--- config.mk ---
export PLATFORM = sky130hd
export DESIGN_NAME = round_key_store
export DESIGN_NICKNAME = d
export VERILOG_FILES = /design/src/logic/aes_key_pkg.sv /design/src/logic/round_key_store.sv
export VERILOG_INCLUDE_DIRS = /design/src /design/src/logic
export SDC_FILE = /design/constraint.sdc
export NUM_CORES = 2
export LEC_CHECK = 0
export BUFFER_PORTS_ARGS = -buffer_cell sky130_fd_sc_hd__buf_2
export CAP_MARGIN = 20
export CORE_AREA = 2 2 339 341
export DETAILED_ROUTE_END_ITERATION = 8
export DIE_AREA = 0 0 341 343
export GPL_ROUTABILITY_DRIVEN = 0
export PLACE_DENSITY = 0.71
export SYNTH_ARGS = -nofsm -noshare
export SYNTH_HDL_FRONTEND = slang
export SYNTH_SLANG_ARGS = --single-unit
export TNS_END_PERCENT = 100
--- constraint.sdc ---
create_clock -name clk_i -period 4.8 [get_ports clk_i]
set_clock_uncertainty 0.05 [all_clocks]
set_input_delay 0.96 -clock clk_i [delete_from_list [all_inputs] [get_ports clk_i]]
set_output_delay 0.96 -clock clk_i [all_outputs]
set_load 0.01 [all_outputs]
--- src/logic/aes_key_cfg.svh ---
`ifndef AES_KEY_CFG_SVH
`define AES_KEY_CFG_SVH

// AES-128 has ten rounds, so eleven round keys
`define AES_ROUND 10

`define AES_KEY_W 128

`define AES_WORD_W 32

`endif

--- src/logic/aes_key_pkg.sv ---
`include "aes_key_cfg.svh"

package aes_key_pkg;

    typedef logic [`AES_WORD_W-1:0] aes_word_t;

    // word 0 sits in the most significant bits
    typedef logic [`AES_KEY_W-1:0] aes_key_t;

    // round index, 0 to 10
    typedef logic [3:0] round_idx_t;

    // controller command to counter and expansion step
    typedef struct packed {
        logic load;
        logic update;
    } step_cmd_t;

    typedef struct packed {
        round_idx_t round;
        logic [7:0] rcon;
    } round_state_t;

    // one write into the round key memory
    typedef struct packed {
        logic       we;
        round_idx_t addr;
        aes_key_t   data;
    } key_wr_t;

endpackage

--- src/logic/round_key_store.sv ---
`timescale 1ns/1ps
`include "aes_key_cfg.svh"

module round_key_store import aes_key_pkg::*; (
    input  logic       clk_i,
    input  logic       round_ctr_rst,
    input  key_wr_t    wr_i,
    input  round_idx_t round_i,
    output aes_key_t   round_key_o
);

    aes_key_t key_mem [0:`AES_ROUND];

    always_ff @(posedge clk_i) begin
        if (round_ctr_rst) begin
            for (int i = 0; i <= `AES_ROUND; i++) begin
                key_mem[i] <= '0;
            end
        end else if (wr_i.we) begin
            key_mem[wr_i.addr] <= wr_i.data;
        end
    end

    // indexes past round 10 read as zero
    always_comb begin
        if (round_i <= 4'(`AES_ROUND)) begin
            round_key_o = key_mem[round_i];
        end else begin
            round_key_o = '0;
        end
    end

endmodule

# After elaboration in Yosys (flattened, before gate mapping)
# Memories as Yosys holds them, arrays and structs flattened.
# Index checks and enable logic that the tools add are counted.
dict set report word_totals {
  register_bits 0
  mem_bits_rw 1408
  in_bits 139
  output_inout_bits 128
  mem_count 1
}
# memory depth width rd rd_ports_with_merged_regs write_ports line_no
set memory_table {}
lappend memory_table {key_mem 11 128 1 0 11 round_key_store.sv:12} ;# aes_key_t key_mem [0:`AES_ROUND];
dict set report classes {
  magnitude_cmp 1
  mux 9
  n_reduce_logical 1
}
# cell count
set ops {}
lappend ops {{128-bit two-way mux} 2}
lappend ops {{128-bit OR reduction} 1}
lappend ops {{1-bit two-way mux} 6}
lappend ops {{4-bit <= comparator (second input constant)} 1}
lappend ops {{4-bit two-way mux} 1}

# Logic depth before layout (Yosys ltp)
dict set report logic_depth {
  word_depth 5
  ltp_mapped 8
}

# Worst setup path after synthesis
# OpenSTA, ideal clock, no wires.
dict set report synth_path {
  kind {input to register}
  from {input port round_ctr_rst}
  to {memory key_mem[0][0] in the netlist's numbering, enable pin}
  arrival_ps 4509
  setup_slack_ps -268
  stages 3
  n_path_buf 2
  path_cell_list {buf_2 clkbuf_1 nand2b_1}
}
# item line_no
set synth_lines {}
lappend synth_lines {{from (decl)} round_key_store.sv:6} ;# input logic round_ctr_rst,
lappend synth_lines {{to (decl)} round_key_store.sv:12}

# Worst setup path in the final report
dict set report layout_path {
  from {input port round_i[0]}
  to {output port round_key_o[48]}
}
dict set report layout_between {
  elab_chain_len 2
  elab_cells_between_ends 3
  cone_classes {1 x order compare; 1 x mux; 1 x memory}
}
# item line_no
set layout_lines {}
lappend layout_lines {{from (decl)} round_key_store.sv:8} ;# input round_idx_t round_i,
lappend layout_lines {{memory read 11 x 128 bit / 4-bit <= comparator (equally long branches)} -}
lappend layout_lines {{128-bit two-way mux *} round_key_store.sv:26} ;# if (round_i <= 4'(`AES_ROUND)) begin
lappend layout_lines {{to (decl)} round_key_store.sv:9} ;# output aes_key_t round_key_o
# Every way passes the cells marked *; elsewhere a longest branch is shown, timed or not.

==> flow_summary.toml <==
[worst_setup_path]
max_stage_delay_ns = 0.56
critPathLaunch = "round_i[0]"
r2r_slack_ns = 4.01
critPathCapture = "round_key_o[48]"
path_class = "in -> out"
r2r-start = "key_mem[10][97]"
path_delay_family = "buffers and inverters"
crit_path_cell_trace = "buf_8 > buf_12 > mux4_2 > nand2_1 > o211ai_1 > buf_2"
crit_fanout = 47
crit_path_start_kind = "input pin"
rr_endpoint = "key_mem[10][97]"
crit_required_ns = 3.79
cp_num_cells = 6
reg2regPathDepth = 2
crit_buf_inv = 3
cp.arrival_ns = 2.90
end_kind = "output pin"
worst_path_max_delay_cell = "mux4_2"

[floorplanning]
fp-row-count = 124
core-area_um2 = 113000
io_pins = 267
dieArea_um2 = 117000
die_w_um = 341
dieHeight_um = 343
initial_utilization_pct = 53.5

[sta]
hold_slack_ns = 0.422
fin_crit_sh_pct = 81.5
grt_setup_unrepaired = "false"
final_hold_viol_count = 0
fmax_ghz = 0.256
setup_tns_ns = 0
slew-limit-headroom_pct = 22.2
setup_viol = 0
period_minus_slack_ns = 3.91
tightest_slew_ns = 1.17
slew_violations = 0

[final_layout]
final_area_um2 = 67700
area_growth_pct = 11.6
reg_top3 = "key_mem: 1408 flops"
layout.nets = 4684
final_util_pct = 59.7
largest_reg_flops = 1408
regMostFlops = "key_mem"
drive_gt1_share_pct = 19.2
nFillCells = 8553

[logic_synthesis]
synth_cell_types = 30
synthArstFlopShare_pct = 0
synthFlopType = "edfxtp_1"
synthMuxAreaShare_pct = 11.6
ys_ff_latch = 1408
synthXorXnorAreaFrac_pct = 0
netlist_area_um2 = 60700
syn_nets = 4587
synth_fa_ha_area_share_pct = 0
yosys.area_share.simple_pct = 11.1
yosysTopAreaCell = "edfxtp_1"
ys_top_cells_by_count = "1,280 x edfxtp_1, 1,154 x nor2_1, 327 x nand2_1, 256 x mux4_2, 218 x buf_2"
synthTopCellsByArea = "edfxtp_1 63%, mux4_2 9.5%, nor2_1 7.1%"
ys_seq_area_share_pct = 67.6
synth_top_family_by_area = "multiplexers"
synth.most_common_cell = "edfxtp_1"
synth_compound_area_share_pct = 5.52
yosysWarnings = 0
synth_edf_count = 1280
synth_top_area_share_pct = 63.4
syn_inst = 4448
synth.avg_cell_area_um2 = 13.6

[placement]
dpl.hpwl_mm = 84.3
port_buffers = 266
postPlaceCellArea_um2 = 63300

[clocking]
cts_sinks = 1408
worst_skew_pair.late_latency_ns = 0.74
cts.clk_slew.worst_paths_ns = 0.06
tritoncts = "yes"
cts_setup_buffers = 0
ctsResizeCount = 0
cts_root_buf = "clkbuf_16"
cts_buffers = 138
hold_buffers = 0
h-tree-depth = 4
cts_buffer_depth = 3

[routing]
via_per_inst = 6.29
wl_per_cell_um = 28.3
drtIter0Drc = 5055
ant_nets = 0
drtPass1Iterations = 6
routed_wl_mm = 175
drc = 0
vias = 38860

[outcome]
status = "complete, no violations"

[min_path]
hold_path.class = "in -> reg"

[global_route]
overflow = 0
use_met2_pct = 50.0
grt_max_degree = 129
track_usage_pct = 30.0
gr-max-usage-layer = "met2"
grt_pass1_wl_mm = 257
grt_pass1_vias = 39070
gr-usage-met1_pct = 39.4
antenna_found_initial = 15
met3_usage_pct = 6.26

[pwr]
p_leak_uw = 0.0233
powerDensity_nw_per_um2 = 399
vdd_drop_max_mv = 0.342

[run]
cap_violations = 0
## cell type report
type | count | area [um^2] | share of cell area [%]
antenna | 6 | 15.0 | 0.0222
tap | 1512 | 1890 | 2.79
timing repair buffer | 348 | 2570 | 3.80
inverter | 129 | 484 | 0.715
clock inverter | 63 | 596 | 0.880
clock buffer | 192 | 3810 | 5.63
multi-input combinational | 2520 | 17300 | 25.6
sequential | 1408 | 41000 | 60.6
## power breakdown
part | total [uW] | internal [uW] | switching (uW) | leakage (uW)
Clock | 10600 | 5980 | 4630 | 0.00216
Sequential | 14200 | 14000 | 166 | 0.0132
Combinational | 2240 | 811 | 1430 | 0.00789
## tightest hold or removal path: stages
cell	delay (ns)
buf_2	0.11
nand4_1	0.06
a21oi_1	0.05
## stage by stage
stage | instances | power (uW) | setup slack, ns
3_5_place_dp | 5917 | 16700 | 0.875
5_1_grt | 6174 | 27700 | 0.808
6_report | 6178 | 27000 | 0.887
3_3_place_gp | 5917 | 16600 | 0.912
4_1_cts | 6172 | 27100 | 0.872
2_1_floorplan | 4448 | 15800 | 0.0674
## cell families after synthesis
| group | count (synthesis) |
|---|---|
| buffers and inverters | 520 |
| DFF | 1408 |
| and+or+nand+nor | 1659 |
| AOI/OAI and AO/OA | 477 |
| muxes | 384 |
## worst min-delay path by stage
stage,from,to,slack (ns),depth (start not counted)
floorplan,key_mem[10][0],key_mem[10][0],0.40,2
global placement,key_mem[10][12],key_mem[10][12],0.41,2
detailed placement,key_mem[10][63],key_mem[10][63],0.42,2
CTS,wr_i[104],key_mem[10][104],0.39,3
global route,wr_i[88],key_mem[10][88],0.41,3
finish,wr_i[88],key_mem[10][88],0.42,3
## per-layer routing
metal | wire [um] | up-vias
met3 | 20200 | 385
met4 | 5790 | 12
met1 | 63000 | 19660
met5 | 69 | -
met2 | 86000 | 2412
li1 | - | 16391
## layout by cell type, fill, tap and decap left out, types with 3 or more instances in the layout
cell type	Yosys	routed
edfxtp_1	1280	1280
clkinv_1	0	19
o211ai_1	128	128
mux2i_1	128	128
diode_2	0	6
clkinv_2	0	23
buf_2	218	263
nor2_1	1154	1153
a21oi_1	91	91
nand4_1	91	91
nand2_2	64	64
clkinv_8	0	3
clkbuf_1	111	42
mux4_2	256	256
nor2b_4	0	4
inv_6	0	5
inv_16	0	3
buf_12	0	48
bufinv_16	0	7
nand2_1	327	320
clkbuf_16	0	141
buf_4	11	35
nand2b_4	0	11
inv_1	129	129
a2bb2oi_1	163	163
nand2_4	0	7
clkbuf_8	0	9
dfxtp_1	128	128
o21ai_0	91	91
Power figures use the tool's default switching activity.
