==> config.mk <==
export PLATFORM = sky130hd
export DESIGN_NAME = aes_sbox_word
export DESIGN_NICKNAME = d
export VERILOG_FILES = /design/src/logic/aes_key_pkg.sv /design/src/logic/aes_sbox_word.sv
export VERILOG_INCLUDE_DIRS = /design/src /design/src/logic
export SDC_FILE = /design/constraint.sdc
export NUM_CORES = 2
export LEC_CHECK = 0
export BUFFER_PORTS_ARGS = -buffer_cell sky130_fd_sc_hd__buf_4
export CAP_MARGIN = 20
export CORE_AREA = 4 4 365 367
export DETAILED_ROUTE_END_ITERATION = 7
export DIE_AREA = 0 0 369 371
export PLACE_DENSITY = 0.65
export SLEW_MARGIN = 20
export SYNTH_ARGS = -nofsm -noshare
export SYNTH_HDL_FRONTEND = slang
export SYNTH_SLANG_ARGS = --single-unit
==> constraint.sdc <==
create_clock -name vclk -period 23
set_input_delay 2.3 -clock vclk [all_inputs]
set_output_delay 2.3 -clock vclk [all_outputs]
set_load 0.01 [all_outputs]
==> src/logic/aes_key_cfg.svh <==
`ifndef AES_KEY_CFG_SVH
`define AES_KEY_CFG_SVH

// AES-128 has ten rounds, so eleven round keys
`define AES_ROUND 10

`define AES_KEY_W 128

`define AES_WORD_W 32

`endif

==> src/logic/aes_key_pkg.sv <==
`include "aes_key_cfg.svh"

package aes_key_pkg;

    typedef logic [`AES_WORD_W-1:0] aes_word_t;

    // word 0 sits in the most significant bits
    typedef logic [`AES_KEY_W-1:0] aes_key_t;

    // round index, 0 to 10
    typedef logic [3:0] round_idx_t;

    // controller command to counter and expansion step
    typedef struct packed {
        logic load;
        logic update;
    } step_cmd_t;

    typedef struct packed {
        round_idx_t round;
        logic [7:0] rcon;
    } round_state_t;

    // one write into the round key memory
    typedef struct packed {
        logic       we;
        round_idx_t addr;
        aes_key_t   data;
    } key_wr_t;

endpackage

==> src/logic/aes_sbox_word.sv <==
`timescale 1ns/1ps

module aes_sbox_word import aes_key_pkg::*; (
    input  aes_word_t word_i,
    output aes_word_t word_o
);

    // multiply by x in GF(2^8), reduction polynomial 0x11b
    function automatic logic [7:0] xtime(input logic [7:0] a);
        return {a[6:0], 1'b0} ^ (8'h1b & {8{a[7]}});
    endfunction

    // shift-and-add field multiply
    function automatic logic [7:0] gf_mul(input logic [7:0] a, input logic [7:0] b);
        logic [7:0] acc;
        logic [7:0] sh;
        acc = 8'h00;
        sh  = a;
        for (int i = 0; i < 8; i++) begin
            if (b[i]) begin
                acc = acc ^ sh;
            end
            sh = xtime(sh);
        end
        return acc;
    endfunction

    // inverse as a^254, zero maps to zero
    function automatic logic [7:0] gf_inv(input logic [7:0] a);
        logic [7:0] res;
        logic [7:0] sq;
        res = 8'h01;
        sq  = a;
        // 254 = 2 + 4 + ... + 128
        for (int i = 1; i < 8; i++) begin
            sq  = gf_mul(sq, sq);
            res = gf_mul(res, sq);
        end
        return res;
    endfunction

    // affine map over GF(2) with constant 0x63
    function automatic logic [7:0] affine(input logic [7:0] b);
        logic [7:0] r1;
        logic [7:0] r2;
        logic [7:0] r3;
        logic [7:0] r4;
        r1 = {b[6:0], b[7]};
        r2 = {b[5:0], b[7:6]};
        r3 = {b[4:0], b[7:5]};
        r4 = {b[3:0], b[7:4]};
        return b ^ r1 ^ r2 ^ r3 ^ r4 ^ 8'h63;
    endfunction

    function automatic logic [7:0] sbox(input logic [7:0] a);
        return affine(gf_inv(a));
    endfunction

    // four byte lanes in parallel
    always_comb begin
        for (int n = 0; n < 4; n++) begin
            word_o[n*8 +: 8] = sbox(word_i[n*8 +: 8]);
        end
    end

endmodule

## Word level (Yosys, flattened, before mapping)

Cells that the tools add are included.

| word-level totals | value |
|---|---|
| bits in registers | 0 |
| input port bits | 32 |
| output and inout bits | 32 |
| word-level logic and storage cells | 1224 |

| cells by class | value |
|---|---|
| multiplexer cells | 448 |
| bitwise gates (word level) | 776 |

Operators by type and width:

| kind | number |
|---|---|
| $mux 8 | 420 |
| $xor 8x8->8 | 380 |
| $xor 8x5->8 | 364 |
| $mux 7 | 4 |
| $not 1->1 const A | 28 |
| $mux 6 | 4 |
| $mux 5 | 4 |
| $mux 4 | 4 |
| $not 4->4 | 4 |
| $mux 3 | 4 |
| $mux 2 | 4 |
| $mux 1 | 4 |

## Logic depth before layout (Yosys ltp)

| logic depth | value |
|---|---|
| depth after elaboration | 125 |
| depth in mapped cells | 72 |
| mapped depth without buffers | 59 |

## Worst setup path after synthesis

OpenSTA, ideal clock, no wires.

| path | value |
|---|---|
| path type | input to output |
| from | input word_i[28] |
| to | output word_o[30] |
| arrival | 17748 ps |
| data required time | 20700 ps |
| setup slack | 2952 ps |
| stages | 65 |
| buffers on the path | 10 |
| path through | buf_4 -> buf_4 -> nand2_1 -> xor2_1 -> xnor3_1 -> inv_1 -> buf_2 -> buf_2 -> buf_1 -> ha_1 -> clkbuf_1 -> inv_1 -> nor3_1 -> or2_2 -> clkbuf_1 -> nor2_1 -> or2_2 -> inv_1 -> [... 29 more ...] -> o32a_1 -> xnor3_1 -> xnor2_4 -> xnor3_1 -> nor2_1 -> xnor2_1 -> xnor3_1 -> xnor2_1 -> xnor2_2 -> buf_2 -> xnor3_1 -> mux2_2 -> o21ai_1 -> xnor3_1 -> xnor3_1 -> xor2_1 -> xnor3_1 -> xnor2_1 |

| on the way | value |
|---|---|
| word-level cells in the longest chain between the ends | 125 |
| elaborated cells on any way between the ends | 299 |

RTL lines:

| what | RTL line | RTL |
|---|---|---|
| start: declaration | aes_sbox_word.sv:4 | `input aes_word_t word_i,` |
| $xor 8x5->8 or $mux 8 (tied branches) | aes_sbox_word.sv:10, aes_sbox_word.sv:20 |  |
| $xor 8x8->8 | aes_sbox_word.sv:21 | `acc = acc ^ sh;` |
| $mux 8 | aes_sbox_word.sv:20 | `if (b[i]) begin` |
| $xor 8x8->8 | aes_sbox_word.sv:21 |  |
| $mux 8 | aes_sbox_word.sv:20 |  |
| $xor 8x8->8 | aes_sbox_word.sv:21 |  |
| $mux 8 | aes_sbox_word.sv:20 |  |
| $xor 8x8->8 | aes_sbox_word.sv:21 |  |
| [... 107 more ...] | - |  |
| $mux 8 | aes_sbox_word.sv:20 |  |
| $xor 8x8->8 | aes_sbox_word.sv:21 |  |
| $mux 8 | aes_sbox_word.sv:20 |  |
| $xor 8x8->8 | aes_sbox_word.sv:21 |  |
| $mux 8 * | aes_sbox_word.sv:20 |  |
| $xor 8x8->8 (3 in series) | aes_sbox_word.sv:52 | `return b ^ r1 ^ r2 ^ r3 ^ r4 ^ 8'h63;` |
| $xor 8x8->8 * | aes_sbox_word.sv:52 |  |
| $not 4->4 (no line) * | - |  |
| end: declaration | aes_sbox_word.sv:5 | `output aes_word_t word_o` |

Every way passes the cells marked *; elsewhere a longest branch is shown, timed or not.

## Worst setup path in the final report

| path | value |
|---|---|
| from | input word_i[31] |
| to | output word_o[28] |

| on the way | value |
|---|---|
| word-level cells in the longest chain between the ends | 124 |
| elaborated cells on any way between the ends | 298 |

RTL lines:

| what | RTL line |
|---|---|
| $xor 8x5->8 or $mux 8 (tied branches) | aes_sbox_word.sv:10, aes_sbox_word.sv:20 |
| $xor 8x8->8 | aes_sbox_word.sv:21 |
| $mux 8 | aes_sbox_word.sv:20 |
| $xor 8x8->8 | aes_sbox_word.sv:21 |
| $mux 8 | aes_sbox_word.sv:20 |
| $xor 8x8->8 | aes_sbox_word.sv:21 |
| $mux 8 | aes_sbox_word.sv:20 |
| $xor 8x8->8 | aes_sbox_word.sv:21 |
| [... 106 more ...] | - |
| $xor 8x8->8 | aes_sbox_word.sv:21 |
| $mux 8 | aes_sbox_word.sv:20 |
| $xor 8x8->8 | aes_sbox_word.sv:21 |
| $mux 8 | aes_sbox_word.sv:20 |
| $xor 8x8->8 | aes_sbox_word.sv:21 |
| $mux 8 * | aes_sbox_word.sv:20 |
| $xor 8x8->8 (3 in series) | aes_sbox_word.sv:52 |
| $xor 8x8->8 * | aes_sbox_word.sv:52 |

Marks and branches as above.

==> results <==
- The flow ran to the end, and the final reports show no timing, DRC or antenna violations.
- For this run, the slowest stage of the critical path takes ~0.7 ns.
- The storage element area is 0 um^2.
- For this design, the slowest cell found on the critical path is xnor2_2.
- The relative area change from synthesis to final layout is 4.85%.
- The number of slew-limit violations in the final report is 0.
- The worst hold path begins at word_i[20].
- The number of buffer cells added on primary ports is 64.
- The number of sequential storage elements is 0.
- The half-perimeter wire length of the detailed placement result is around 130000 um.
- The diode insertion count for antenna repair is 0.
- Before antenna repair, the detailed router went through 8 iterations.
- STA classifies the critical path endpoint as a primary output.
- The synthesized cell area is between 50000 and 60000 um^2.
- In this run the core area contains between 100 and 150 standard-cell rows.
- The Yosys step of the flow raised 0 warnings.
- In this run the worst hold path is classified as input port to primary output.
- For this run, the post-layout net count is approximately 8000.
- After detailed routing, the average wire length per cell comes to between 15 and 20 um.
- The final estimated routing congestion in global placement is ~0.91.
- The sort of element at the start of the critical path is an input port.
- The worst hold path cell count is 18.
- The initial antenna violation count is 0.
- Setup repair after global routing left no endpoint under its margin.
- The initial core utilization is between 40% and 50%.
- Max-cap violations in this run came to 0.
- The critical-path maximum fanout is 21.
- The signal arrival time at the worst endpoint is between 15 and 20 ns.
- On the critical path the largest part of the delay comes from XOR/XNOR gates.
- The number of primary I/O pins is between 60 and 70.
- The detail route stage leaves a number of antenna-violating nets equal to 0.
- The startpoint-to-endpoint class of the critical path is input port to primary output.
- The number of hold buffers added after cts is 0.
- In the routed layout, each cell is associated on average with a via count of between 6 and 7.
- The average cell area after synthesis is between 7 and 8 um^2.
- Of the synthesized area, sequential elements account for 0%.
- The worst slew slack as a fraction of its limit is a little under a quarter.
- The sum of negative setup slack is 0 ns.
- OpenSTA, run right after detailed placement, puts the worst setup slack at between 0.3 and 0.4 ns.
- In this run the standard cell core region covers ~130000 um^2.
- The count of unresolved DRC violations after routing is 0.
- The die area is roughly 140000 um^2.
- For the worst setup path, the data required time is around 21 ns.
- The path with the worst hold slack has its endpoint at word_o[19].
- The utilization after layout is 48.0%.
- The number of buffer and inverter stages on the critical path is 9.
- Summing over every cut layer, the via total after detailed routing is approximately 60000.
- Entering global routing, the biggest net connects 36 pins.
- The first global-routing pass estimated just under 300000 um of wire.
- The distinct cell type count of the synthesized netlist is about 120.
- The actual slew at the worst max-slew pin is between 1 and 1.5 ns.
- The first-iteration detailed-routing DRC count is between 5000 and 6000.
- The number of endpoints with negative hold slack in the final report is 0.
- The cell count after synthesis came out at approximately 8000.
- The smallest hold slack is a little under 8 ns.
- Measured along the x axis, the die boundary spans approximately 370 um.
- The via count of the first global-routing pass is between 50000 and 60000.
- Cells with a size suffix above 1 make up a little under a tenth of the layout.
- The layout has approximately 13000 filler cells.
- The height of the chip is approximately 370 um.
- Based on the critical path, the design can be clocked at up to 0.0461 GHz.
- The total overflow left after global routing is 0.
- For this block, the routed nets add up to roughly 180000 um of wire.
- The clock period could shrink to roughly 22 ns.
- The multi-input combinational cells in the finished layout cover a total of 57000 um^2.
- The minimum setup slack in the final design is about 1.3 ns.
- The total routing usage reported by global routing is 24.5%.
- The final setup violation count is 0.
- Counting the clock-network buffers in the layout gives 0.
- The fraction of the cycle the final worst path needs is around 94%.
==> kinds of logic (layout without fill, tap and decap cells) <==
| family | after synthesis | after routing | share of synthesized area [%] |
|---|---|---|---|
| muxes | 275 | 275 | 4.90 |
| xor gates and xnor gates | 2472 | 2472 | 47.8 |
| AOI/OAI and AO/OA | 1767 | 1767 | 19.7 |
| and+or+nand+nor | 2972 | 2972 | 22.0 |
| adders and majority gates | 33 | 33 | 0.675 |
| buffers and inverters | 686 | 451 | 4.87 |
| other | 1 | 2 | 0.00632 |
==> layout by cell type (no fill, tap or decap), types with 27 or more instances in the layout <==
cell type / Yosys / final
a211oi_1: 99 / 99
a21oi_1: 442 / 442
inv_1: 80 / 80
o22ai_1: 117 / 117
xnor2_2: 88 / 141
a221oi_1: 31 / 31
xor3_1: 56 / 55
nand3_1: 214 / 214
nor2b_1: 55 / 55
nor2_1: 1173 / 1170
mux2i_1: 209 / 208
xor2_2: 25 / 42
and3_1: 63 / 63
nand2b_1: 44 / 44
o211ai_1: 56 / 56
ha_1: 28 / 27
xnor2_1: 1518 / 1464
a22oi_1: 43 / 42
or3_1: 40 / 40
a32oi_1: 33 / 33
o21ai_0: 353 / 352
o21ai_1: 31 / 32
o21a_1: 39 / 38
xnor3_1: 303 / 301
and2_1: 68 / 68
nand2_1: 864 / 863
o31ai_1: 29 / 29
o221ai_1: 34 / 34
a21o_1: 34 / 34
buf_4: 26 / 346
nand4_1: 32 / 32
mux2_2: 56 / 56
a31oi_1: 83 / 83
nor3_1: 260 / 260
nor4_1: 27 / 27
xor2_1: 431 / 413
==> tightest hold or removal path, delay by kind of cell <==
family / cells / cell delay (ns)
XOR/XNOR: 8 / 1.40
buffers and inverters: 5 / 0.95
AO/OA/AOI/OAI: 3 / 0.69
multiplexers: 1 / 0.16
AND/OR/NAND/NOR: 1 / 0.08
==> how the worst max path moves through the flow <==
stage / startpoint / end / slack, ns / depth (start not counted)
after floorplan: word_i[28] / word_o[30] / 2.95 / 65
after CTS: word_i[7] / word_o[5] / 0.22 / 59
after global placement: word_i[7] / word_o[5] / 0.56 / 59
after detailed placement: word_i[7] / word_o[2] / 0.31 / 59
after global routing: word_i[31] / word_o[28] / 0.03 / 62
final: word_i[31] / word_o[28] / 1.29 / 61
==> synth_stat cells (all sizes together) (118+ instances only) <==
master	n	area [um^2]
a21oi	444	2230
buf	211	1110
clkbuf	370	1390
mux2i	211	2130
nand2	866	3260
nand3	214	1070
nor2	1180	4460
nor3	262	1320
o21ai	384	1920
o22ai	118	744
xnor2	1627	15300
xnor3	321	7250
xor2	460	4290
==> metrics by stage <==
| step | area [um^2] | cells |
|---|---|---|
| 2_1_floorplan | 59300 | 8207 |
| 3_3_place_gp | 62000 | 9707 |
| 3_5_place_dp | 62000 | 9708 |
| 4_1_cts | 62000 | 9708 |
| 5_1_grt | 62200 | 9714 |
| 6_report | 62200 | 9714 |
==> layer usage <==
| layer | part of all wire [%] | track usage [%] | routed length (um) | vias to the layer above |
|---|---|---|---|---|
| met1 | 45 | 34.4 | 79200 | 28000 |
| li1 | - | - | - | 28200 |
| met4 | 1.9 | 5.37 | 3340 | 0 |
| met5 | 0 | 0 | 0 | - |
| met2 | 47 | 41.8 | 83300 | 2245 |
| met3 | 6.2 | 1.05 | 11000 | 280 |
==> area by class of cell <==
class	instances	area share, %
multi-input cells	7521	91.7
inverters	105	0.640
repair buffers	346	4.18
well taps	1742	3.50
==> repair_timing <==
item / in CTS / in global routing
buffers inserted: 0 / 6
endpoints found under the setup margin: 0 / 8
endpoints found under the hold margin: 0 / 0
gates resized for setup: 0 / 23
Power is left out: the tool's default activity adds up to more than one toggle a clock period on the data nets, which glitch-free logic cannot reach.
