==> src/logic/aes_key_cfg.svh <==
`ifndef AES_KEY_CFG_SVH
`define AES_KEY_CFG_SVH

// AES-128 has ten rounds, so eleven round keys
`define AES_ROUND 10

`define AES_KEY_W 128

`define AES_WORD_W 32

`endif

==> src/logic/aes_key_pkg.sv <==
`include "aes_key_cfg.svh"

package aes_key_pkg;

    typedef logic [`AES_WORD_W-1:0] aes_word_t;

    // word 0 sits in the most significant bits
    typedef logic [`AES_KEY_W-1:0] aes_key_t;

    // round index, 0 to 10
    typedef logic [3:0] round_idx_t;

    // controller command to counter and expansion step
    typedef struct packed {
        logic load;
        logic update;
    } step_cmd_t;

    typedef struct packed {
        round_idx_t round;
        logic [7:0] rcon;
    } round_state_t;

    // one write into the round key memory
    typedef struct packed {
        logic       we;
        round_idx_t addr;
        aes_key_t   data;
    } key_wr_t;

endpackage

==> src/logic/round_rcon_counter.sv <==
`timescale 1ns/1ps

module round_rcon_counter import aes_key_pkg::*; (
    input  logic         clk_i,
    input  logic         round_ctr_rst,
    input  step_cmd_t    cmd_i,
    output round_state_t rstate_o
);

    round_idx_t round_q;
    logic [7:0] rcon_q;
    logic [7:0] rcon_dbl;

    // doubling in GF(2^8)
    assign rcon_dbl = {rcon_q[6:0], 1'b0} ^ (8'h1b & {8{rcon_q[7]}});

    always_ff @(posedge clk_i) begin
        if (round_ctr_rst) begin
            round_q <= '0;
            rcon_q  <= 8'h00;
        end else if (cmd_i.load) begin
            // 0x8d doubles to 0x01, the constant of round 1
            round_q <= '0;
            rcon_q  <= 8'h8d;
        end else if (cmd_i.update) begin
            round_q <= round_q + 4'd1;
            rcon_q  <= rcon_dbl;
        end
    end

    assign rstate_o.round = round_q;
    assign rstate_o.rcon  = rcon_q;

endmodule

==> config.mk <==
export PLATFORM = sky130hd
export DESIGN_NAME = round_rcon_counter
export DESIGN_NICKNAME = d
export VERILOG_FILES = /design/src/logic/aes_key_pkg.sv /design/src/logic/round_rcon_counter.sv
export VERILOG_INCLUDE_DIRS = /design/src /design/src/logic
export SDC_FILE = /design/constraint.sdc
export NUM_CORES = 1
export LEC_CHECK = 0
export BUFFER_PORTS_ARGS = -buffer_cell sky130_fd_sc_hd__buf_4
export CORE_AREA = 2 2 39 41
export CTS_CLUSTER_DIAMETER = 200
export DETAILED_ROUTE_END_ITERATION = 10
export DIE_AREA = 0 0 41 43
export GPL_TIMING_DRIVEN = 0
export HOLD_SLACK_MARGIN = 0.08
export PLACE_DENSITY = 0.67
export SLEW_MARGIN = 40
export SYNTH_ARGS = -nofsm -noshare
export SYNTH_HDL_FRONTEND = slang
export SYNTH_SLANG_ARGS = --single-unit
==> constraint.sdc <==
create_clock -name clk_i -period 1.25 [get_ports clk_i]
set_input_delay 0.125 -clock clk_i [delete_from_list [all_inputs] [get_ports clk_i]]
set_output_delay 0.125 -clock clk_i [all_outputs]
set_load 0.005 [all_outputs]
======== Yosys cells after proc, flatten, opt, wreduce, memory -nomap -nowiden ========
Index checks and enable logic that the tools add are counted.
word-level totals
  register bits ........................... 12
  latch bits .............................. 0
  memory bits (writable) .................. 0
  bits in read-only memories .............. 0
  input bits .............................. 4
  output and inout bits ................... 12
  memories ................................ 0
cells by class
  add/subtract/negate cells ............... 1
  multipliers ............................. 0
  div/mod/pow operators ................... 0
  magnitude comparators ................... 0
  equality and inequality tests ........... 0
  shift operators ......................... 0
  muxes and demuxes ....................... 2
  bitwise logic cells ..................... 1
  reduce and logical (&&, ||, !) cells .... 2
operators with widths
  cell                   count
  $mux W8                2
  $xor A8 B5 Y8          1
  $add A4 B1 Y4 const B  1
  $reduce_bool A2 Y1     1
  $reduce_or A2 Y1       1

======== Depth between registers and ports, before layout ========
Gate-level depths: netlist (run 1).
  word-level depth ........................ 3
  mapped depth ............................ 4

======== Least setup slack after synthesis (run 1) ========
No wires, ideal clock.
  path type ............................... flip-flop to flip-flop
  from .................................... register round_q[0]
  to ...................................... register round_q[2]
  arrival time ............................ 845 ps
  required time ........................... 1180 ps
  setup slack ............................. 335 ps
  stages on the path, launching flop included .. 4
  path buffers ............................ 0
  cells stage by stage .................... dfxtp_1 -> ha_1 -> a21bo_2 -> a21oi_1
on the way
  longest elaborated chain between the ends .. 1
RTL lines
  what                    line                      RTL
  start, declared         round_rcon_counter.sv:10  round_idx_t round_q;
  start signal, assigned  round_rcon_counter.sv:26  round_q <= round_q + 4'd1;
  $add A4 B1 Y4           round_rcon_counter.sv:26
Every way passes these cells.
A chain may end at the register's enable or synchronous reset.

======== Worst setup path in the final report (run 1) ========
  from .................................... input round_ctr_rst
  to ...................................... register rcon_q[1]
on the way
  longest elaborated chain between the ends .. 1
RTL lines
  what                        line                      RTL
  start, declared             round_rcon_counter.sv:5   input logic round_ctr_rst,
  $reduce_or A2 Y1 (no line)  n/a
  end signal, assigned        round_rcon_counter.sv:27  rcon_q <= rcon_dbl;
  end, declared               round_rcon_counter.sv:11  logic [7:0] rcon_q;
Every way passes these cells.

==> flow_results.org, run 1 <==
** Run status
- The flow ran to the end, and the final reports show no timing, DRC or antenna violations.

** Cells and area
- Area delta synth->final :: 27.75%
- The filler cells instantiated in the layout total 141.
- Final Cell Area :: 725.7 um^2
- In the final layout, the share of cells above drive strength 1 is 0.4306.
- Count of inserted antenna diode cells :: 0
- Multi-input gate area :: 249.0 um^2
- Measured on the finished design, the core utilization comes to 0.5244.
- At the end of the flow, the number of nets in the layout was 79.
- Once layout is complete, the cells apart from fillers number 88.
- Summing all flip-flop and latch instances after layout gives 240.2 um^2.

** Logic synthesis
- In this run, synthesis inferred 0 flip-flops with an integrated enable.
- In this run, synthesis produced a sequential element count of 12.
- sky130_fd_sc_hd__dfxtp_1 takes more of the synthesized area than any other cell.
- The share of the Yosys chip area taken by registers is 0.4229.
- Unique masters post-synth :: 18
- For this run, the number of Yosys warnings is 0.
- Net Count, Synth :: 59
- By instance count, the leading cell after synthesis is sky130_fd_sc_hd__dfxtp_1.
- Of the post-synthesis cell area, the dominant cell type holds 0.4229.
- Gate Count Post-Synth :: 54
- After synthesis the cells add up to 568.0 um^2.
- In the synthesized netlist the dominant register cell turns out to be sky130_fd_sc_hd__dfxtp_1.
- Synthesized area per cell :: 10.52 um^2
- Of all flip-flops after synthesis, the portion carrying an async set or reset was 0.
- Commonest cells post-synth :: 12 x sky130_fd_sc_hd__dfxtp_1, 7 x sky130_fd_sc_hd__buf_4, 6 x sky130_fd_sc_hd__mux2i_1, 6 x sky130_fd_sc_hd__nor2_1
- Dominant cells by area after synthesis :: sky130_fd_sc_hd__dfxtp_1 42%, sky130_fd_sc_hd__mux2i_1 11%, sky130_fd_sc_hd__buf_4 9.3%

** Pwr
- Highest ir drop seen on vdd :: 607.6 uV
- Static Leakage :: 0.3430 nW
- Total power per unit cell area :: 1057 nW/um^2
- Overall power consumption after layout is estimated at 767.1 uW.

** Route
- Post-detailed-routing wire length :: 942 um
- Ratio of routed vias to standard cells :: 4.682
- Number of violations reported at the end of detailed-routing iteration 0 :: 4
- Average wire length per cell after detail routing :: 10.70 um
- The count of nets left with antenna violations once routing finished came out at 0.
- Vias :: 412
- After detailed routing, the number of remaining DRC violations is 0.
- The first detailed-routing pass ran for 3 iterations.

** Floorplan
- Full die area :: 1763 um^2
- Die W :: 41 um
- Top-Level Pins :: 16
- In this run the vertical extent of the chip is 43 um.
- Number of placement rows :: 14
- Placeable Area :: 1384 um^2
- Starting density of the core :: 0.4105

** Setup path
- The startpoint identified for the worst register-to-register timing path is round_q[0].
- In this run the critical register-to-register path is captured at round_q[2].
- STA classifies the critical path endpoint as a flip-flop.
- In this run the worst setup path begins at round_ctr_rst.
- At the worst endpoint, the required time is 1450 ps.
- Last element of the critical path :: rcon_q[1]
- Peak fanout along the critical path :: 7
- Measured in cells, the most critical reg-to-reg path has a length of 3.
- STA puts the critical path data arrival time at 1290 ps.
- Worst reg2reg setup slack :: 260 ps
- STA classifies the critical path startpoint as an input pin.
- Worst Setup Path Type :: in -> reg

** Clocking
- After clock tree synthesis, the clock-pin slew on the worst setup and hold paths is 70 ps.
- In this run the post-CTS setup repair buffer count came out at 0.
- TritonCTS built the clock tree.
- Number of buffers inserted during clock tree synthesis :: 3
- Root buffer cell :: sky130_fd_sc_hd__clkbuf_4
- Counting every sink on the clock net gives 12.
- Number of levels in the clock H-tree :: 1
- Clock Latency Late Sink :: 270 ps
- The longest clock path from root to sink contains 2 buffers.

** Global route
- The number of antenna violations at the first check in global routing is 0.
- The first global-routing pass estimated 1504 um of wire.
- Via count of the first global-routing pass :: 367
- Largest net degree at the start of global routing :: 11
- Remaining Overflow, GRT :: 0
- Overall Global Routing Usage :: 0.1354

** Place
- IO Port Bufs :: 14
- Routability-driven placement finished with a final weighted congestion of 0.7200.
- Dpl cell area :: 693.2 um^2
- Placed cell count :: 84
- After legalization and detailed placement, the total HPWL measured 685 um.
- Post-place setup slack :: 291.4 ps

** STA
- For the pin with the worst max-slew slack, the measured transition is 199.7 ps.
- Period utilisation layout :: 0.8742
- Pins over their slew limit :: 0
- For the final database, setup skew stands at 0.4534 ps.
- Hold violation total from the final report :: 0
- Max transition margin :: 0.8660
- Setup repair after global routing left no endpoint under its margin.
- Min Clock Period, post-route :: 1093 ps
- Highest clock rate :: 915.1 MHz
- Number of setup violations in the final report :: 0
- Setup ws final :: 157.2 ps
- On the final layout, the worst hold slack is 180.9 ps.
- For the final routed database, the setup TNS stands at 0 ps.

** Min path
- Hold WC Path Type :: in -> reg

** Job
- Max-cap violations :: 0
-- layer usage --
layer  wire (um)  global-route usage
met2         424              0.1625
met5           0                   0
met1         437              0.1803
met3          40             0.03141
met4          39              0.1400
-- registers in the layout, summed over array words and instances (netlist names) --
register  cells
rcon_q        8
round_q       4
-- how the worst min path moves through the flow --
stage	start	end	depth (start not counted)
after CTS	cmd_i[1]	rcon_q[7]	3
after global routing	cmd_i[1]	rcon_q[2]	3
after global placement	round_ctr_rst	rcon_q[0]	2
final	cmd_i[1]	rcon_q[0]	3
after floorplan	round_ctr_rst	rcon_q[0]	1
after detailed placement	round_ctr_rst	rcon_q[7]	2
-- power breakdown --
part           switching [mW]  internal, mW
Combinational          0.0484        0.0676
Sequential             0.0141         0.398
Clock                   0.127         0.112
-- critical path, stage by stage --
cell                            delay (ps)
sky130_fd_sc_hd__dlygate4sd3_1         540
sky130_fd_sc_hd__buf_4                 160
sky130_fd_sc_hd__or2_0                 210
sky130_fd_sc_hd__buf_6                 140
sky130_fd_sc_hd__a211oi_2              130
-- cell usage in the layout, fill, tap and decap left out, drive strengths merged --
master	count
nor2	6
a311oi	1
nand3b	1
dlygate4sd3	1
nand4	1
xnor2	4
a211oi	2
buf	23
a21bo	1
dfxtp	12
a21oi	4
nor3b	1
ha	1
clkbuf	3
nor3	2
mux2	1
or2	1
inv	1
mux2i	6
-- layout make-up --
type | count | area share
multi-input cells | 32 | 0.3431
inverters | 1 | 0.005172
repair buffers | 15 | 0.1586
well taps | 16 | 0.02759
plain buffers | 9 | 0.1034
flip-flops and latches | 12 | 0.3310
clock buffers | 3 | 0.03103
-- cells by family after synthesis --
group                      synth area share
AOI/OAI and AO/OA                    0.1123
xor gates and xnor gates            0.06167
adders and majority gates           0.02202
buffers and inverters                0.1388
DFF                                  0.4229
muxes                                0.1256
and+or+nand+nor                      0.1168
-- timing repair --
action / 4_1_cts / 5_1_grt
hold buffers: 1 / 0
gates resized for setup: 0 / 0
endpoints found under the hold margin: 4 / 0
Power figures use the tool's default switching activity.
==> run 2: changes to the inputs <==
- REMOVE_ABC_BUFFERS: unset -> 1
==> run 2 against run 1 <==
Effect of this change: register-to-register slack better by 30 ps; sequential share of layout area up 3.4 points; wire length down 7.5%; die area unchanged; sequential power about the same; worst hold slack better by 4.6 ps; largest cell class unchanged; design area down 9.3%; first-iteration DRC count unchanged; clock-buffer cell count unchanged; sequential cell count unchanged; via count down 3.6%; highest routed layer unchanged; clock skew up 2.0 ps.
==> flow_results.org, run 2 (synthesized netlist as in run 1, its figures left out) <==
** Clocking
- Clock tree synthesis found a total of 12 sinks.
- After clock tree synthesis, the clock-pin slew on the worst setup and hold paths is 70 ps.
- The number of setup buffers added after CTS is 0.
- For the worst-skew pair, the clock arrives at the later sink with an insertion delay of 260 ps.
- Longest Clk Path Bufs :: 2
- Number of levels in the clock H-tree :: 1
- Number of buffers inserted during clock tree synthesis :: 3
- TritonCTS clock tree :: done
- Root buffer cell :: sky130_fd_sc_hd__clkbuf_4

** Cells and area
- Number of filler cells placed in the layout :: 137
- Number of nets in the layout :: 71
- The area growth from synthesis to layout is 15.86%.
- Count of inserted antenna diode cells :: 0
- Top Registers :: rcon_q: 8 flops, round_q: 4 flops
- Register with the highest flop count :: rcon_q
- In the final layout, the share of cells above drive strength 1 is 0.3594.
- Commonest cells after routing, fill and taps aside :: 15 x sky130_fd_sc_hd__buf_4, 12 x sky130_fd_sc_hd__dfxtp_1, 6 x sky130_fd_sc_hd__nor2_1, 6 x sky130_fd_sc_hd__mux2i_1
- Most common cell after layout, fill and taps aside :: sky130_fd_sc_hd__buf_4
- Flip-flop count of the largest register after layout :: 8

** Pwr
- IR analysis of the VDD net gives a maximum drop of 473.6 uV.
- Total power consumption of the routed design :: 732.8 uW
- Power spread over the standard cell area amounts to 1113 nW/um^2.
- Static Leakage :: 0.2998 nW

** STA
- Static timing analysis puts the maximum clock frequency at 889.9 MHz.
- At the pin with the least slew margin, the transition time is 293.7 ps.
- On the final layout, the worst clock skew is 2.430 ps.
- Period utilisation layout :: 0.8989
- Setup repair after global routing missed its margin :: false
- The number of hold violations in the final report came to 0.
- Number of setup violations in the final report :: 0
- Pins over their slew limit :: 0
- For the finished layout, the period the worst path requires is 1124 ps.
- For the final routed database, the setup TNS stands at 0 ps.
- Measured against its own limit, the worst slew margin works out to 0.8042.

** Setup path
- Worst reg2reg setup slack :: 290 ps
- Peak fanout along the critical path :: 7
- Launching element type of the critical path :: input pin
- Worst Setup Path Type :: in -> reg
- The most critical setup path has its startpoint at round_ctr_rst.
- Data arrives at the worst endpoint at 1310 ps.
- Worst reg2reg path depth :: 3
- Last element of the critical path :: rcon_q[1]
- STA classifies the critical path endpoint as a flip-flop.
- The startpoint identified for the worst register-to-register timing path is round_q[0].
- The endpoint identified for the worst register-to-register timing path is round_q[2].
- Data required time of the critical path :: 1440 ps

** Global route
- The first global-routing pass estimated 1380 um of wire.
- The number of antenna violations at the first check in global routing is 0.
- Across every metal layer, demand over resource in global routing totals 0.1220.
- After global routing the overflow that remains totals 0.
- Largest net degree at the start of global routing :: 17
- Via count of the first global-routing pass :: 362

** Route
- Dividing the detail-routed via count by the number of cells gives 4.963.
- Number of violations reported at the end of detailed-routing iteration 0 :: 4
- Wire segments on met2 add up to 390 um in the final route.
- Post-route met1 wirelength :: 410 um
- The pre-antenna-repair detailed-routing pass consisted of 4 iterations.
- Post-detailed-routing wire length :: 871 um
- Dividing the detail-routed wire length by the instance count gives 10.89 um.
- Detailed-routed wire length on met3 :: 38 um
- Once detail routing completed, the nets flagged for antenna violations numbered 0.
- Highest routed layer :: met4
- The routed layout has 397 vias.
- Post-detailed-route DRC marker count :: 0

** Floorplan
- Top-Level Pins :: 16
- Placeable Area :: 1384 um^2
- In this run the vertical extent of the chip is 43 um.
- Die W :: 41 um
- The initial utilization of the core area, before any placement, comes to 0.4105.
- Number of placement rows :: 14
- Full die area :: 1763 um^2

** Job
- Across the run, the number of max-cap violations was 0.

** Min path
- The worst hold path begins at cmd_i[1].
- Along the worst hold path, the cell count comes to 3.
- The min-delay analysis places its worst path in the category in -> reg.

** Place
- Post-DP HPWL :: 630.7 um
- IO Port Bufs :: 15
- Routability-driven placement finished with a final weighted congestion of 0.6033.

** Run status
- The flow ran to the end, and the final reports show no timing, DRC or antenna violations.
run 2: changes by cell type in the layout (fill, tap and decap cells not counted):
cell / delta
sky130_fd_sc_hd__buf_4: -6
sky130_fd_sc_hd__buf_6: -2
sky130_fd_sc_hd__or2_0: -1
sky130_fd_sc_hd__or2_1: +1
run 2: cell type report:
cell class              instances  area [um^2]  share of cell area
inverters                       1        3.754            0.005703
multi-input cells              32        249.0              0.3783
clock buffers                   3        22.52             0.03422
well taps                      16        20.02             0.03042
flip-flops and latches         12        240.2              0.3650
repair buffers                 16        122.6              0.1863
run 2: how the worst min path moves through the flow:
stage                            to
final                     rcon_q[0]
after global routing      rcon_q[0]
after CTS                 rcon_q[2]
after detailed placement  rcon_q[7]
after global placement    rcon_q[7]
after floorplan           rcon_q[0]
run 2: where the power goes:
group          switching (mW)  leakage (nW)  internal (mW)
registers              0.0169        0.0984          0.398
logic                  0.0418         0.188         0.0527
clock network           0.112        0.0138          0.111
run 2: per-stage QoR:
stage / hold WS [ps] / setup WS, ps / util / std cells / area [um^2]
after floorplan: 194.1 / 327.4 / - / 45 / 493.0
after global placement: 341.9 / 299.4 / 0.4521 / 76 / 625.6
after detailed placement: 339.1 / 293.4 / 0.4521 / 76 / 625.6
after CTS: 179.5 / 48.02 / 0.4756 / 80 / 658.1
after global routing: 188.4 / 76.47 / 0.4756 / 80 / 658.1
final: 185.5 / 126.3 / 0.4756 / 80 / 658.1
run 2: timing repair:
item | in CTS | in global routing
gates resized for setup | 0 | 1
setup endpoints to repair | 0 | 1
endpoints found under the hold margin | 4 | 0
hold buffers | 1 | 0
run 2: layer usage:
metal / up-vias / global-route usage
li1: 205 / -
met1: 174 / 0.1368
met2: 13 / 0.1719
met3: 5 / 0.03141
met4: 0 / 0.1200
met5: - / 0
run 2: worst max-delay path, stage by stage:
cell	delay (ps)
sky130_fd_sc_hd__dlygate4sd3_1	540
sky130_fd_sc_hd__buf_4	160
sky130_fd_sc_hd__or2_1	320
sky130_fd_sc_hd__a211oi_2	170
